**src/mem_params.svh**
```systemverilog
`ifndef MEM_PARAMS_SVH
`define MEM_PARAMS_SVH

// byte address of word 0 in the slave window
`define MEM_BASE 32'h8000_0000

// depth of the word array
`define MEM_WORDS 256

// word index width, log2 of MEM_WORDS
`define IDX_W 8

// response codes on rresp and bresp
`define RESP_OKAY 2'b00
`define RESP_SLVERR 2'b10

`endif

```
**src/mem_pkg.sv**
```systemverilog
package mem_pkg;

	`include "mem_params.svh"

	// byte address on both address channels
	typedef logic [31:0] addr_t;

	// one data word
	typedef logic [63:0] data_t;

	// one strobe bit per byte of data_t
	typedef logic [7:0] strb_t;

	// word index into the array
	typedef logic [`IDX_W-1:0] idx_t;

	// okay or slverr
	typedef logic [1:0] resp_t;

	// response slot state, shared by read and write channels
	typedef enum logic {
		resp_idle,
		resp_hold
	} resp_state_t;

endpackage

```
**src/axi_resp_back.sv**
```systemverilog
`timescale 1ns/1ps
`include "mem_params.svh"

module axi_resp_back (
	input  logic           clk,
	input  logic           rst,
	// read side
	input  logic           rd_fire,
	input  logic           rd_err,
	input  mem_pkg::data_t rd_word,
	output logic           rvalid,
	output mem_pkg::data_t rdata,
	output mem_pkg::resp_t rresp,
	input  logic           rready,
	output logic           r_free,
	// write side
	input  logic           wr_fire,
	input  logic           wr_err,
	output logic           bvalid,
	output mem_pkg::resp_t bresp,
	input  logic           bready,
	output logic           b_free
);
	import mem_pkg::*;

	resp_state_t r_state;
	resp_state_t b_state;
	logic        r_err_q;
	logic        b_err_q;

	// slot update, same rule on both channels
	// a new fire wins over a take in the same cycle
	function automatic resp_state_t slot_next(resp_state_t cur, logic fire, logic take);
		resp_state_t nxt;
		nxt = cur;
		if (fire) begin
			nxt = resp_hold;
		end else if (take) begin
			nxt = resp_idle;
		end
		return nxt;
	endfunction

	// read slot
	always_ff @(posedge clk) begin
		if (rst) begin
			r_state <= resp_idle;
		end else begin
			r_state <= slot_next(r_state, rd_fire, rvalid & rready);
		end
	end

	// write slot
	always_ff @(posedge clk) begin
		if (rst) begin
			b_state <= resp_idle;
		end else begin
			b_state <= slot_next(b_state, wr_fire, bvalid & bready);
		end
	end

	// error flags ride along with the fire
	always_ff @(posedge clk) begin
		if (rd_fire) begin
			r_err_q <= rd_err;
		end
		if (wr_fire) begin
			b_err_q <= wr_err;
		end
	end

	assign rvalid = (r_state == resp_hold);
	assign bvalid = (b_state == resp_hold);

	// free when empty or being drained this cycle
	assign r_free = ~rvalid | rready;
	assign b_free = ~bvalid | bready;

	// bad reads return zero data
	assign rdata = r_err_q ? '0 : rd_word;
	assign rresp = r_err_q ? `RESP_SLVERR : `RESP_OKAY;
	assign bresp = b_err_q ? `RESP_SLVERR : `RESP_OKAY;

endmodule

```
**config.mk**
```make
export PLATFORM = sky130hd
export DESIGN_NAME = axi_resp_back
export DESIGN_NICKNAME = d
export VERILOG_FILES = /design/src/mem_pkg.sv /design/src/axi_resp_back.sv
export VERILOG_INCLUDE_DIRS = /design/src
export SDC_FILE = /design/constraint.sdc
export NUM_CORES = 1
export LEC_CHECK = 0
export CORE_AREA = 2 2 55 57
export CTS_CLUSTER_DIAMETER = 200
export DETAILED_ROUTE_END_ITERATION = 8
export DIE_AREA = 0 0 57 59
export DONT_BUFFER_PORTS = 1
export GPL_TIMING_DRIVEN = 0
export SYNTH_ARGS = -nofsm -noshare
export SYNTH_HDL_FRONTEND = slang
export SYNTH_SLANG_ARGS = --single-unit
```
**constraint.sdc**
```tcl
create_clock -name clk -period 0.9 [get_ports clk]
set_input_delay 0.045 -clock clk [delete_from_list [all_inputs] [get_ports clk]]
set_output_delay 0.045 -clock clk [all_outputs]
set_load 0.01 [all_outputs]
```
==> flow_metrics.tcl, run 1 <==
set metrics [dict create \
    status "finished, violations left" \
    violations "setup timing" \
    ys_ff_latch 4 \
    die_area_um2 3360 \
    avgSynthCellArea_um2 9.31 \
    hp-class "in2reg" \
    maxCapViolations 0 \
    synth_seq_area_share_pct 12.5 \
    post-route-min-period_ns 1.20 \
    cts_root_buffer "clkbuf_4" \
    synth_area_um2 801 \
    grt-ovfl-total 0 \
    grt_pass1_wl_mm 3.03 \
    finalNonFillerCells 129 \
    netlist_instances 86 \
    fillers 253 \
    grt_pass1_vias 639 \
    worstSetupPathType "reg2out" \
    grt_max_degree 11 \
    dp.cells 118 \
    yosysWarningCount 0 \
    diodes 0 \
    finalSetupTns_ns -18.33 \
    clockBufferDepth 2 \
    initial_core_util_pct 29.5 \
    timing.final.crit_share_pct 133 \
    vias 611 \
    worstPathMaxFanout 10 \
    pre_cts_ws_ns -0.0413 \
    wl_per_cell_um 18.3 \
    rsz0062_at_grt "yes" \
    area_growth_syn_to_layout_pct 48.3 \
    routed_wl_mm 2.36 \
    cp.required_ns 0.85 \
    cts_tree "done" \
    die_h_um 59 \
    gp_congestion 0.791 \
    drive_gt1_share_pct 80.6 \
    die_x_um 57 \
    seq_power_share_pct 19.2 \
    row_count 19 \
    vdd_drop_max_mv 0.951 \
    worst_skew_pair.late_latency_ns 0.24 \
    vias_per_cell 4.74 \
    power.internal_mw 0.691 \
    nets 172 \
    core_area_um2 2710 \
    dp_hpwl_mm 1.84 \
    power_mw 1.14 \
    max_freq_ghz 0.832 \
    globalRouteTotalUtil_pct 12.0 \
    slew_violations 0 \
    final_common_cell "nor2b_4" \
    hold_viol_final 0 \
    post-route-drc-count 0 \
    drt-pass1-iter-count 3 \
    drtIter0Drc 2 \
    cellLeakagePower_nw 0.567 \
    power_density_nw_per_um2 957 \
    start_kind "flip-flop" \
    p_switching_mw 0.445 \
    swShare_pct 39.2 \
    synthDistinctLibCells 11 \
    htree_num_levels 1 \
    clock_sinks 4 \
    skew_ns 0 \
    crit_arrival_ns 1.16 \
    numCtsBuffers 3 \
    power.share.clock_pct 20.2 \
    cts.clk_slew.worst_paths_ns 0.04 \
    io_buffers 0 \
    ant_nets 0 \
    finish.utilization_pct 43.8 \
    antenna_found_initial 0 \
    pwr-share-comb_pct 60.6 \
    cp-end-kind "output pin" \
    fin_ws_ns -0.301 \
    final_cell_mix "45 x nor2b_4, 17 x nor2b_2, 6 x buf_8, 6 x buf_4, 5 x dlygate4sd3_1" \
    r2r_slack_ns 0.10 \
    setup_violations 65 \
    io_pins 144 \
]
==> timing repair <==
| item | in CTS | in global routing |
|---|---|---|
| setup endpoints to repair | 64 | 65 |
| hold endpoints to repair | 6 | 0 |
| resized for setup | 51 | 1 |
| setup buffers | 3 | 0 |
| hold buffers | 5 | 0 |
==> stage by stage <==
step           hold WS, ns  instance area, um^2
4_1_cts              0.102                 1180
6_report             0.107                 1190
3_5_place_dp         0.119                  843
3_3_place_gp         0.115                  843
2_1_floorplan        0.114                  805
5_1_grt              0.109                 1190
==> cell type report <==
cell class,count,area (um^2),share of cell area [%]
clock buffers,3,22.5,1.90
well taps,31,38.8,3.27
inverters,2,7.51,0.632
plain buffers,11,135,11.4
multi-input cells,70,811,68.3
flip-flops and latches,4,100,8.43
repair buffers,8,72.6,6.11
==> registers in the layout, indices dropped and copies added, names as in the netlist <==
| register | count |
|---|---|
| b_err_q | 1 |
| bvalid | 1 |
| r_err_q | 1 |
| rvalid | 1 |
==> path summary, 6_finish.rpt <==
| kind | start | end | cells past startpoint |
|---|---|---|---|
| setup / recovery | r_err_q$_DFFE_PP_ | rdata[20] | 3 |
| hold / removal | rready | rvalid$_SDFFE_PP0P_ | 2 |
| setup reg to reg | rvalid$_SDFFE_PP0P_ | rvalid$_SDFFE_PP0P_ | 2 |
| hold reg to reg | bvalid$_SDFFE_PP0P_ | bvalid$_SDFFE_PP0P_ | 2 |
==> cell families (layout without fill, tap and decap cells) <==
logic type	Yosys count	after routing	share of synthesized area [%]
AND/OR/NAND/NOR	66	66	70.3
buffers and inverters	13	24	15.5
other	1	2	0.468
AO/OA/AOI/OAI	2	2	1.25
flip-flops	4	4	12.5
==> Yosys cell counts, drive strengths merged <==
cell,number,area share [%]
edfxtp,2,7.5
dfxtp,2,5.0
buf,11,15
nor2b,64,69
inv,2,0.94
conb,1,0.47
nand2b,2,1.6
a21oi,2,1.3
==> critical path, cell delays in order (launching register included) <==
cell and delay [ns]:
edfxtp_1 0.41, buf_8 0.18, buf_8 0.17, nor2b_4 0.15
==> routing by layer <==
metal | GRT usage [%] | share of wire [%] | vias to the layer above
li1 | - | - | 272
met1 | 9.10 | 25 | 270
met2 | 26.9 | 65 | 65
met3 | 1.97 | 7.8 | 4
met4 | 6.98 | 1.9 | 0
met5 | 0 | 0 | -
==> power groups by stage <==
| stage | clock network [mW] | registers (mW) | logic, mW |
|---|---|---|---|
| after floorplan | 0 | 0.218 | 0.448 |
| after global placement | 0 | 0.220 | 0.489 |
| after detailed placement | 0 | 0.221 | 0.491 |
| after CTS | 0.236 | 0.218 | 0.687 |
| after global routing | 0.249 | 0.220 | 0.719 |
| final | 0.229 | 0.219 | 0.688 |
Power figures use the tool's default switching activity.
==> run 2, diff against run 1 <==
--- a/config.mk
+++ b/config.mk
@@ -6,12 +6,15 @@
 export SDC_FILE = /design/constraint.sdc
 export NUM_CORES = 1
 export LEC_CHECK = 0
+export CELL_PAD_IN_SITES_DETAIL_PLACEMENT = 0
+export CELL_PAD_IN_SITES_GLOBAL_PLACEMENT = 1
 export CORE_AREA = 2 2 55 57
 export CTS_CLUSTER_DIAMETER = 200
 export DETAILED_ROUTE_END_ITERATION = 8
 export DIE_AREA = 0 0 57 59
 export DONT_BUFFER_PORTS = 1
 export GPL_TIMING_DRIVEN = 0
+export PLACE_DENSITY_LB_ADDON = 0.1
 export SYNTH_ARGS = -nofsm -noshare
 export SYNTH_HDL_FRONTEND = slang
 export SYNTH_SLANG_ARGS = --single-unit
==> run 2 against run 1 <==
Core utilization fell by 2.2 points. The flow still finishes with violations (setup timing). Sequential power about the same. Critical endpoint is now rdata[36]. Maximum frequency up 2.2%. Sequential share of layout area increased by 0.44 points. Die area unchanged. Power down 4.8%. Via count decreased by 2.5%. Combinational power fell by 6.3%. Flip-flop and latch count did not move.
==> flow_metrics.tcl, run 2 (synthesized netlist as in run 1, its figures left out) <==
set metrics [dict create \
    status "finished, violations left" \
    violations "setup timing" \
    multi_input_area_um2 786 \
    final_cell_mix "41 x nor2b_4, 19 x nor2b_2, 5 x dlygate4sd3_1" \
    vdd_drop_max_mv 0.904 \
    io_buffers 0 \
    numCtsBuffers 3 \
    hold_depth 2 \
    skew_ns 0 \
    top_layer "met4" \
    place_area_um2 843 \
    p_switching_mw 0.420 \
    r2r_end "rvalid$_SDFFE_PP0P_" \
    cts.clk_slew.worst_paths_ns 0.03 \
    worstPathMaxFanout 10 \
    area_growth_syn_to_layout_pct 40.9 \
    hold_viol_final 0 \
    min_from "bready" \
    wl_met2_mm 1.26 \
    dr_wl_met3_um 189 \
    final_common_cell "nor2b_4" \
    diodes 0 \
    maxCapViolations 0 \
    power_density_nw_per_um2 958 \
    pwr-share-comb_pct 59.6 \
    gp_congestion 0.642 \
    drt-pass1-iter-count 4 \
    reg2regPathDepth 2 \
    ff_latch_area_um2 100 \
    globalRouteTotalUtil_pct 10.0 \
    die_h_um 59 \
    startpoint "r_err_q$_DFFE_PP_" \
    max_freq_ghz 0.851 \
    setup_violations 64 \
    grt_pass1_vias 567 \
    cp-end-kind "output pin" \
    clockBufferDepth 2 \
    drtIter0Drc 5 \
    wl_met1_um 574 \
    routed_wl_mm 2.06 \
    holdPathEnd "bvalid$_SDFFE_PP0P_" \
    power.share.clock_pct 20.3 \
    drive_gt1_share_pct 77.9 \
    start_kind "flip-flop" \
    fillers 263 \
    timing.final.crit_share_pct 131 \
    cp.required_ns 0.85 \
    wl_per_cell_um 16.3 \
    vias 596 \
    swShare_pct 38.9 \
    htree_num_levels 1 \
    row_count 19 \
    grt_pass1_wl_mm 2.58 \
    clock_sinks 4 \
    nets 169 \
    cts_tree "done" \
    vias_per_cell 4.73 \
    power.internal_mw 0.661 \
    fin_area_um2 1130 \
    antenna_found_initial 0 \
    grt-ovfl-total 0 \
    slew_violations 0 \
    seq_power_share_pct 20.0 \
    finish.utilization_pct 41.6 \
    die_area_um2 3360 \
    grt_max_degree 11 \
    dp.cells 118 \
    cts_root_buffer "clkbuf_4" \
    r2r_start "rvalid$_SDFFE_PP0P_" \
    crit_arrival_ns 1.13 \
    worstSetupPathType "reg2out" \
    finalNonFillerCells 126 \
    die_x_um 57 \
    cellLeakagePower_nw 0.530 \
    post-cts-setup-buffers 0 \
    hp-class "in2reg" \
    initial_core_util_pct 29.5 \
    rsz0062_at_grt "yes" \
    worst_skew_pair.late_latency_ns 0.23 \
    fin_ws_ns -0.275 \
    io_pins 144 \
    whs_ns 0.0960 \
    core_area_um2 2710 \
    r2r_slack_ns 0.15 \
    ant_nets 0 \
    dp_hpwl_mm 1.59 \
    post-route-min-period_ns 1.18 \
    post-route-drc-count 0 \
]
run 2: cell types whose count changed in the layout (fill, tap and decap cells not counted), sizes merged:
cell / before / now
buf: 14 / 11
run 2: per-stage QoR:
step | worst slack, ns | TNS [ns] | power [mW]
floorplan | 0.0288 | 0 | 0.665
global placement | -0.0332 | -0.750 | 0.708
detailed placement | -0.0394 | -1.09 | 0.708
CTS | -0.282 | -17.03 | 1.05
global route | -0.331 | -19.47 | 1.13
finish | -0.275 | -16.08 | 1.08
run 2: worst max-delay path: stages, from the launching register on:
cell and delay, ns:
edfxtp_1 0.39, buf_6 0.17, buf_6 0.18, nor2b_4 0.15
run 2: worst max-delay path by stage:
stage                            to
after global routing      rdata[36]
after detailed placement  rdata[18]
after floorplan           rdata[11]
after CTS                 rdata[18]
final                     rdata[36]
after global placement    rdata[18]
run 2: power groups by stage:
stage                     combinational (mW)  sequential, mW  clock (mW)
after floorplan                        0.448           0.218           0
after global placement                 0.489           0.219           0
after detailed placement               0.488           0.219           0
after CTS                              0.602           0.216       0.228
after global routing                   0.680           0.219       0.232
final                                  0.645           0.216       0.220
run 2: final cells by class:
type	count	area share, %
Clock buffer	3	2.00
Inverter	2	0.665
Buffer	11	11.0
Timing Repair Buffer	5	4.43
Tap cell	31	3.44
Multi-Input combinational cell	70	69.6
Sequential cell	4	8.87
run 2: what timing repair did:
action,4_1_cts,5_1_grt
hold buffers,5,0
endpoints found under the setup margin,64,64
resized for setup,29,14
hold endpoints to repair,6,0
run 2: routing by layer:
| layer | vias up | track usage (%) |
|---|---|---|
| met2 | 59 | 19.5 |
| met3 | 4 | 2.18 |
| met1 | 267 | 9.49 |
| li1 | 266 | - |
| met4 | 0 | 5.98 |
| met5 | - | 0 |
