<file path="src/mem_params.svh">
`ifndef MEM_PARAMS_SVH
`define MEM_PARAMS_SVH

// byte address of word 0 in the slave window
`define MEM_BASE 32'h8000_0000

// depth of the word array
`define MEM_WORDS 256

// word index width, log2 of MEM_WORDS
`define IDX_W 8

// response codes on rresp and bresp
`define RESP_OKAY 2'b00
`define RESP_SLVERR 2'b10

`endif

</file>
<file path="src/mem_pkg.sv">
package mem_pkg;

	`include "mem_params.svh"

	// byte address on both address channels
	typedef logic [31:0] addr_t;

	// one data word
	typedef logic [63:0] data_t;

	// one strobe bit per byte of data_t
	typedef logic [7:0] strb_t;

	// word index into the array
	typedef logic [`IDX_W-1:0] idx_t;

	// okay or slverr
	typedef logic [1:0] resp_t;

	// response slot state, shared by read and write channels
	typedef enum logic {
		resp_idle,
		resp_hold
	} resp_state_t;

endpackage

</file>
<file path="src/axi_req_front.sv">
`timescale 1ns/1ps
`include "mem_params.svh"

module axi_req_front (
	input  logic           clk,
	input  logic           rst,
	// read address channel
	input  logic           arvalid,
	input  mem_pkg::addr_t araddr,
	output logic           arready,
	// write address and data channels
	input  logic           awvalid,
	input  mem_pkg::addr_t awaddr,
	output logic           awready,
	input  logic           wvalid,
	input  mem_pkg::data_t wdata,
	input  mem_pkg::strb_t wstrb,
	output logic           wready,
	// slot status from the response side
	input  logic           r_free,
	input  logic           b_free,
	// read access to the store
	output logic           rd_en,
	output mem_pkg::idx_t  rd_idx,
	output logic           rd_fire,
	output logic           rd_err,
	// write access to the store
	output logic           wr_en,
	output mem_pkg::idx_t  wr_idx,
	output mem_pkg::data_t wr_data,
	output mem_pkg::strb_t wr_strb,
	output logic           wr_fire,
	output logic           wr_err
);
	import mem_pkg::*;

	// window size in bytes
	localparam addr_t WIN_BYTES = addr_t'(`MEM_WORDS * 8);

	addr_t ar_off;
	addr_t aw_off;
	logic  ar_hit;
	logic  aw_hit;
	logic  ar_acc;
	logic  aw_acc;

	// offset into the window, wraps for addresses below base
	assign ar_off = araddr - addr_t'(`MEM_BASE);
	assign aw_off = awaddr - addr_t'(`MEM_BASE);

	// below base wraps to a huge offset, so one compare covers both sides
	assign ar_hit = (ar_off < WIN_BYTES);
	assign aw_hit = (aw_off < WIN_BYTES);

	// ready follows the slot status
	assign arready = r_free;
	assign awready = b_free;
	// data phase is taken together with the address phase
	assign wready  = awready;

	// handshakes
	assign ar_acc = arvalid & arready;
	assign aw_acc = awvalid & wvalid & awready;

	// word index, low three bits are the byte lane and ignored
	assign rd_idx = ar_off[`IDX_W+2:3];
	assign wr_idx = aw_off[`IDX_W+2:3];

	// read strobes
	assign rd_fire = ar_acc;
	assign rd_err  = ~ar_hit;
	// no array access for a bad address
	assign rd_en   = ar_acc & ar_hit;

	// write strobes
	assign wr_fire = aw_acc;
	assign wr_err  = ~aw_hit;
	assign wr_en   = aw_acc & aw_hit;
	assign wr_data = wdata;
	assign wr_strb = wstrb;

endmodule

</file>
<file path="config.mk">
export PLATFORM = sky130hd
export DESIGN_NAME = axi_req_front
export DESIGN_NICKNAME = d
export VERILOG_FILES = /design/src/mem_pkg.sv /design/src/axi_req_front.sv
export VERILOG_INCLUDE_DIRS = /design/src
export SDC_FILE = /design/constraint.sdc
export NUM_CORES = 1
export LEC_CHECK = 0
export ABC_AREA = 1
export BUFFER_PORTS_ARGS = -buffer_cell sky130_fd_sc_hd__buf_4
export CORE_AREA = 8 8 86 88
export DETAILED_ROUTE_END_ITERATION = 8
export DIE_AREA = 0 0 94 96
export GPL_ROUTABILITY_DRIVEN = 1
export PLACE_DENSITY = 0.72
export SYNTH_ARGS = -nofsm -noshare
export SYNTH_HDL_FRONTEND = slang
export SYNTH_SLANG_ARGS = --single-unit
export TNS_END_PERCENT = 10
</file>
<file path="constraint.sdc">
create_clock -name vclk -period 1.06
set_clock_uncertainty 0.05 [all_clocks]
set_input_delay 0.159 -clock vclk [all_inputs]
set_output_delay 0.159 -clock vclk [all_outputs]
set_load 0.005 [all_outputs]
</file>
==> results.md, run 1 <==
- CP Class: primary input to primary output
- WL final: 2640 um
- Synth Area in XOR/XNOR: 0%
- Site Rows: 29
- Crit. End Element: primary output
- Mux cell area share after synthesis: 0%
- CP max stage delay: 0.11 ns
- Most frequent cells in the layout: 36 x buf_4, 20 x buf_6, 14 x nor2_2, 10 x nand2_1, 9 x nor2_4
- Tmin final: 1.06 ns
- Total gr overflow: 0
- I/O pin cnt: 240
- Largest net degree at the start of global routing: 4
- Critical path, cell by cell: buf_6 -> nor2_4 -> nand2_2 -> nor2_4 -> nand3_2 -> nor2_2 -> buf_4
- PnR Total Power: 0.000250 W
- Inserted Diodes: 0
- Met3 Use GR: 3.28%
- Adder-Cell Fraction of Synth Area: 0%
- Register Area: 0 um2
- GP Congestion: 0.677
- Layout cells sized above 1: 80.8%
- Worst Path Max Fanout: 2
- Layout Utilization: 14.7%
- Unrepaired setup endpoints after global routing: yes
- Post-CTS Setup Bufs: 0
- Post-Syn Area: 892 um2
- Initial Utilization: 14.6%
- Area post-placement: 726 um2
- Vias in the first global route: 604
- Slew Viols, Final: 0
- All-Layer GR Usage: 4.56%
- Die footprint: 9020 um2
- Starting DRT DRC Count: 7
- Die W: 94 um
- Syn_area_per_cell: 6.42 um2
- Setup violations, final: 1
- CLK BUF: 0
- Met1 usage: 3.69%
- Req. time, crit path: 0.85 ns
- CP startpoint kind: primary input
- P&R area growth vs syn: 0.421%
- Buf/Inv on CP: 2
- Pre-CTS WS: -0.0289 ns
- DRC: 0
- Final #Nets: 249
- Main combinational cell family by area after synthesis: buffers and inverters
- Synth Area in Simple Gates: 20.9%
- Compound-Gate Fraction of Synth Area: 0%
- First-pass GRT wire length: 3270 um
- Worst IR Drop VDD: 0.0000836 V
- Syn_nets: 282
- Leak Pwr: 0.397 nW
- Period utilisation layout: 100%
- Commonest non-fill, non-tap cell in the layout: buf_4
- Pwr Density: 279 nW/um2
- Wire per inst: 14.6 um
- Routed via count: 572
- Slowest CP cell: nor2_4
- Final setup margin: -0.00378 ns
- Violated checks: negative setup slack
- PortBufs: 56
- Vias per cell: 3.16
- M2 GR Usage: 5.31%
- Fin. Hold Viols: 0
- Detail Placement HPWL: 2210 um
- Most Frequent Cell on Critical Path: nor2_4
- DRT Pass-1 Iters: 2
- Fin Hold WS: 0.268 ns
- Hold Path Class: primary input to primary output
- Status: finished with violations
- Seq_cells: 0
- Core Footprint: 6100 um2
- Yosys cell types: 7
- Number of fill cells in the layout: 706
- Hold_buf cts: 0
- Worst Path Arrival: 0.85 ns
- Sequential element share of the synthesized area: 0%
- Family with the most delay on the worst path: simple AND/OR/NAND/NOR gates
- Slew margin rel.: 92.1%
- Mapped Cells: 139
- Worst Tran Pin Value: 0.118 ns
- Initial antenna violation count: 0
- Die height: 96 um
- Yosys warnings: 0
- Post-route ant nets: 0
- Most Crowded Layer GR: met4
- Max-cap check violation count: 0
- FMAX: 0.940 GHz
- Final instance area: 896 um2
-- path summary, 6_finish.rpt --
check / from / end / slack [ns] / cells after the start
min: araddr[5] / rd_idx[2] / 0.27 / 0
max: awaddr[28] / wr_en / -0.004 / 7
-- per-layer routing --
layer	up-vias	wire, um
met1	213	603
met5	-	0
met4	0	397
met2	52	1190
li1	253	-
met3	54	445
-- cell families after synthesis --
logic type	Yosys count
buffers and inverters	97
and+or+nand+nor	42
-- what timing repair did --
item	in CTS	in global routing
resized for setup	1	48
pin swaps	1	36
hold endpoints to repair	0	0
endpoints found under the setup margin	1	3
cloned	0	0
-- per-stage QoR --
| step | setup TNS, ns | instances |
|---|---|---|
| floorplan | 0 | 139 |
| global placement | -0.00366 | 181 |
| detailed placement | -0.0289 | 181 |
| CTS | 0 | 181 |
| global route | -0.132 | 181 |
| finish | -0.00378 | 181 |
-- power breakdown --
group	switching, W	internal, W	leakage (nW)
logic	0.0000784	0.000172	0.397
registers	0	0	0
clock network	0	0	0
-- area by class of cell --
type / instances / area [um2] / share of cell area [%]
Timing Repair Buffer: 56 / 495 / 55.3
Tap cell: 77 / 96.3 / 10.8
Multi-Input combinational cell: 42 / 282 / 31.4
Inverter: 6 / 22.5 / 2.51
-- cells in the mapped netlist --
library cell,instances,area (um2)
buf_4,91,683
nor2_2,6,37.5
nor2_1,20,75.1
nand3_1,1,5.00
nand3_2,2,20.0
inv_1,6,22.5
nand2_1,13,48.8
Power figures use the tool's default switching activity.
==> run 2, diff against run 1 <==
--- a/config.mk
+++ b/config.mk
@@ -13,6 +13,7 @@
 export DIE_AREA = 0 0 94 96
 export GPL_ROUTABILITY_DRIVEN = 1
 export PLACE_DENSITY = 0.72
+export REMOVE_ABC_BUFFERS = 1
 export SYNTH_ARGS = -nofsm -noshare
 export SYNTH_HDL_FRONTEND = slang
 export SYNTH_SLANG_ARGS = --single-unit
==> results.md, run 2 (synthesis results as in run 1) <==
- CP startpoint: awaddr[20]
- Unrepaired setup endpoints after global routing: yes
- I/O pin cnt: 240 (unchanged)
- All-Layer GR Usage: 18.0% (+13 points)
- Status: finished with violations
- Final instance area: 828 um2 (-7.5%)
- Flop pwr share: 0% (unchanged)
- Register Area: 0 um2 (unchanged)
- Sw Ratio: 31.1% (-0.25 points)
- FMAX: 0.932 GHz (-0.88%)
- Total gr overflow: 0 (unchanged)
- Logic pwr share: 100.0% (about the same)
- CP Class: primary input to primary output
- Violated checks: negative setup slack
- Largest net degree at the start of global routing: 4 (unchanged)
- Die footprint: 9020 um2 (unchanged)
- Detail Placement HPWL: 8880 um (+300%)
- Slew Viols, Final: 0 (unchanged)
- DRC: 0 (unchanged)
- Vias per cell: 3.69 (+17%)
- Hold Path Class: primary input to primary output
- GP Congestion: 0.891 (+31%)
- Period utilisation layout: 101% (+0.89 points)
- Leak Pwr: 0.382 nW (-3.6%)
- Int Pwr: 0.000153 W (-11%)
- Max-cap check violation count: 0 (unchanged)
- Setup violations, final: 1 (unchanged)
- Worst IR Drop VDD: 0.0000576 V (-31%)
- Layout Utilization: 13.6% (-1.1 points)
- Most frequent cells in the layout: 46 x buf_4, 11 x nor2_2, 10 x nand2_1, 10 x buf_6, 9 x nor2_1
- Initial Utilization: 14.6% (unchanged)
- Die height: 96 um (unchanged)
- P&R area growth vs syn: -7.15%
- Layout cells sized above 1: 75.0% (-5.8 points)
- DRT Pass-1 Iters: 3 (+1)
- Hold endpoint: wr_strb[1]
- Final setup margin: -0.0133 ns (-0.00948 ns)
- Core Footprint: 6100 um2 (unchanged)
- Worst Path Arrival: 0.86 ns (about the same)
- Worst Tran Pin Value: 0.107 ns (-0.0105 ns)
- Number of fill cells in the layout: 716 (+1.4%)
- Final #Nets: 249 (unchanged)
- WL final: 9170 um (+250%)
- CP startpoint kind: primary input
- Crit. End Element: primary output
- Pwr Density: 269 nW/um2 (-3.9%)
- Hold path cells: 0 (unchanged)
- Vias in the first global route: 631 (+4.5%)
- Hold Path Origin: wstrb[1]
- Worst Path Max Fanout: 2 (unchanged)
- PortBufs: 56 (unchanged)
- Fin Hold WS: 0.268 ns (+0.0000440 ns)
- Area post-placement: 726 um2 (unchanged)
- First-pass GRT wire length: 9670 um (+200%)
- Fin. Hold Viols: 0 (unchanged)
- Req. time, crit path: 0.85 ns (about the same)
- Total net switching power: 0.0000691 W (-12%)
- Inserted Diodes: 0 (unchanged)
- Starting DRT DRC Count: 25 (+18)
- Initial antenna violation count: 0 (unchanged)
- Site Rows: 29 (unchanged)
- Seq_cells: 0 (unchanged)
- Slew margin rel.: 92.8% (+0.71 points)
- Die W: 94 um (unchanged)
- Wire per inst: 50.7 um (+250%)
- Routed via count: 667 (+17%)
- Clock power share: 0% (unchanged)
- CLK BUF: 0 (unchanged)
- Post-route ant nets: 0 (unchanged)
- Commonest non-fill, non-tap cell in the layout: buf_4
- Tmin final: 1.07 ns (+0.00948 ns)
-- run 2: worst max path at each step --
stage	endpoint	slack (ns)
floorplan	rd_en	0.26
finish	wr_en	-0.01
CTS	wr_en	-0.02
global placement	wr_en	-0.06
detailed placement	wr_en	-0.06
global route	wr_en	-0.08
-- run 2: through the flow --
stage                     setup slack [ns]  total power (W)  instances  setup TNS (ns)
after floorplan                      0.259        0.0000313         48               0
after global placement             -0.0554         0.000180        181         -0.0680
after detailed placement           -0.0586         0.000184        181         -0.0756
after CTS                          -0.0187         0.000186        181         -0.0187
after global routing               -0.0751         0.000239        181          -0.129
final                              -0.0133         0.000222        181         -0.0133
-- run 2: layer usage --
layer / GRT usage [%] / part of all wire (%) / vias to the layer above
met5: 2.78 / 0.39 / -
met4: 12.0 / 7.2 / 2
met3: 22.1 / 26 / 22
met2: 38.7 / 60 / 138
met1: 2.97 / 6.5 / 252
li1: - / - / 253
-- run 2: power by group through the flow --
stage	Combinational (W)	Clock [W]	Sequential, W
final	0.000222	0	0
after global routing	0.000239	0	0
after CTS	0.000186	0	0
after detailed placement	0.000184	0	0
after global placement	0.000180	0	0
after floorplan	0.0000313	0	0
-- run 2: cell type report --
cell class / count / area (um2) / area share, %
well taps: 77 / 96.3 / 11.6
repair buffers: 56 / 458 / 55.3
multi-input cells: 42 / 251 / 30.4
inverters: 6 / 22.5 / 2.72
-- run 2: critical path, stage by stage --
cell and delay [ns]:
buf_6 0.10, nor2_4 0.10, nand2_2 0.07, nor2_4 0.11
nand3_2 0.11, nor2_2 0.11, buf_4 0.11
-- run 2: timing repair --
item | CTS | global route
buffers inserted | 0 | 0
pin swaps | 1 | 20
setup endpoints to repair | 2 | 3
endpoints found under the hold margin | 0 | 0
gates resized for setup | 2 | 28
hold buffers | 0 | 0
==> run 3, diff against run 2 <==
==> constraint.sdc (replaced) <==
create_clock -name vclk -period 1.06
set_clock_uncertainty 0.05 [all_clocks]
set_input_delay 0 -clock vclk [all_inputs]
set_output_delay 0 -clock vclk [all_outputs]
set_load 0.005 [all_outputs]
==> results.md, run 3 (synthesis results as in run 1) <==
- Status: finished, final reports clean
- First-pass GRT wire length: 11900 um (+23%)
- Final #Nets: 337 (+35%)
- Site Rows: 29 (unchanged)
- Hold Path Class: primary input to primary output
- Period utilisation layout: 79.5% (-22 points)
- Sw Ratio: 37.5% (+6.4 points)
- Setup violations, final: 0 (-1)
- Worst IR Drop VDD: 0.000130 V (+130%)
- Initial Utilization: 14.6% (unchanged)
- Commonest non-fill, non-tap cell in the layout: dlygate4sd3_1
- Pwr Density: 346 nW/um2 (+29%)
- P&R area growth vs syn: 83.5%
- Wire per inst: 35.4 um (-30%)
- Post_cts resized: 0 (-2)
- Post-CTS Setup Bufs: 0 (unchanged)
- Die W: 94 um (unchanged)
- Worst Tran Pin Value: 0.250 ns (+0.143 ns)
- CLK BUF: 0 (unchanged)
- FMAX: 1.19 GHz (+27%)
- Critical path, cell by cell: buf_4 -> nor2_1 -> nand2_1 -> nor2_1 -> nand3_2 -> nor2_2 -> buf_4
- Starting DRT DRC Count: 28 (+12%)
- CP startpoint kind: primary input
- Flop pwr share: 0% (unchanged)
- Slew Viols, Final: 0 (unchanged)
- Layout cells sized above 1: 33.3% (-42 points)
- Clock power share: 0% (unchanged)
- Register Area: 0 um2 (unchanged)
- Tmin final: 0.843 ns (-0.230 ns)
- Req. time, crit path: 1.01 ns (+0.16 ns)
- Unrepaired setup endpoints after global routing: no
- WL final: 9960 um (+8.6%)
- Cell Count, Final, Fillers Out: 281 (+55%)
- Total net switching power: 0.000212 W (+210%)
- PnR Total Power: 0.000566 W (+150%)
- Logic pwr share: 100.0% (about the same)
- Most frequent cells in the layout: 88 x dlygate4sd3_1, 56 x buf_4, 20 x nor2_1, 13 x nand2_1
- Max-cap check violation count: 0 (unchanged)
- Die footprint: 9020 um2 (unchanged)
- Final setup TNS: 0 ns (+0.0133 ns)
- Layout Utilization: 26.8% (+13 points)
- Slew margin rel.: 83.3% (-9.5 points)
- Slowest CP cell: nor2_1
- Detail Placement HPWL: 8870 um (about the same)
- Number of fill cells in the layout: 656 (-8.4%)
- GP Congestion: 0.893 (+0.28%)
- Hold_buf cts: 88 (+88)
- Vias in the first global route: 1066 (+69%)
- DRC: 0 (unchanged)
- Core Footprint: 6100 um2 (unchanged)
- Seq_cells: 0 (unchanged)
- I/O pin cnt: 240 (unchanged)
- Fin. Hold Viols: 0 (unchanged)
- Vias per cell: 3.63 (-1.6%)
- Worst Path Max Fanout: 2 (unchanged)
- Initial antenna violation count: 10 (+10)
- PortBufs: 56 (unchanged)
- All-Layer GR Usage: 19.9% (+1.9 points)
- Routed via count: 1019 (+53%)
- DRT Pass-1 Iters: 4 (+1)
- Crit. End Element: primary output
- Int Pwr: 0.000354 W (+130%)
- Total gr overflow: 0 (unchanged)
- CP max stage delay: 0.17 ns (+0.06 ns)
- Post-route ant nets: 0 (unchanged)
- Die height: 96 um (unchanged)
- Leak Pwr: 0.733 nW (+92%)
- Largest net degree at the start of global routing: 4 (unchanged)
- Fin Hold WS: 0.129 ns (-0.139 ns)
- Placed Cells: 181 (unchanged)
- Worst Path Arrival: 0.79 ns (-0.07 ns)
- CP Class: primary input to primary output
## run 3: cell types whose count changed in the layout (fill, tap and decap cells not counted), sizes merged
cell | before | now
diode | 0 | 12
dlygate4sd3 | 0 | 88
## run 3: layout make-up
type | instances | area [um2] | share of cell area [%]
antenna | 12 | 30.0 | 1.83
multi-input combinational | 42 | 186 | 11.4
timing repair buffer | 144 | 1300 | 79.5
inverter | 6 | 22.5 | 1.38
tap | 77 | 96.3 | 5.89
## run 3: critical path, delay by kind of cell
family        cells  cell delay (ns)
buf+inv           2             0.22
simple gates      5             0.57
## run 3: final timing paths
check	end	cells past startpoint	start
max	wr_en	7	awaddr[29]
min	arready	2	r_free
## run 3: metrics by stage
step	setup slack (ns)	area, um2
floorplan	0.577	209
global placement	0.260	726
detailed placement	0.242	726
CTS	0.242	1610
global route	0.147	1640
finish	0.217	1640
## run 3: layer usage
| metal | routed length, um | up-vias | global-route usage [%] |
|---|---|---|---|
| met3 | 1070 | 44 | 8.03 |
| li1 | - | 444 | - |
| met1 | 2400 | 439 | 13.9 |
| met5 | 15 | - | 0 |
| met4 | 733 | 2 | 13.1 |
| met2 | 5730 | 90 | 41.7 |
## run 3: power groups by stage
| stage | logic [W] | clock network, W | registers [W] |
|---|---|---|---|
| 2_1_floorplan | 0.0000313 | 0 | 0 |
| 3_3_place_gp | 0.000180 | 0 | 0 |
| 3_5_place_dp | 0.000184 | 0 | 0 |
| 4_1_cts | 0.000569 | 0 | 0 |
| 5_1_grt | 0.000594 | 0.00000000152 | 0 |
| 6_report | 0.000566 | 0.00000000152 | 0 |
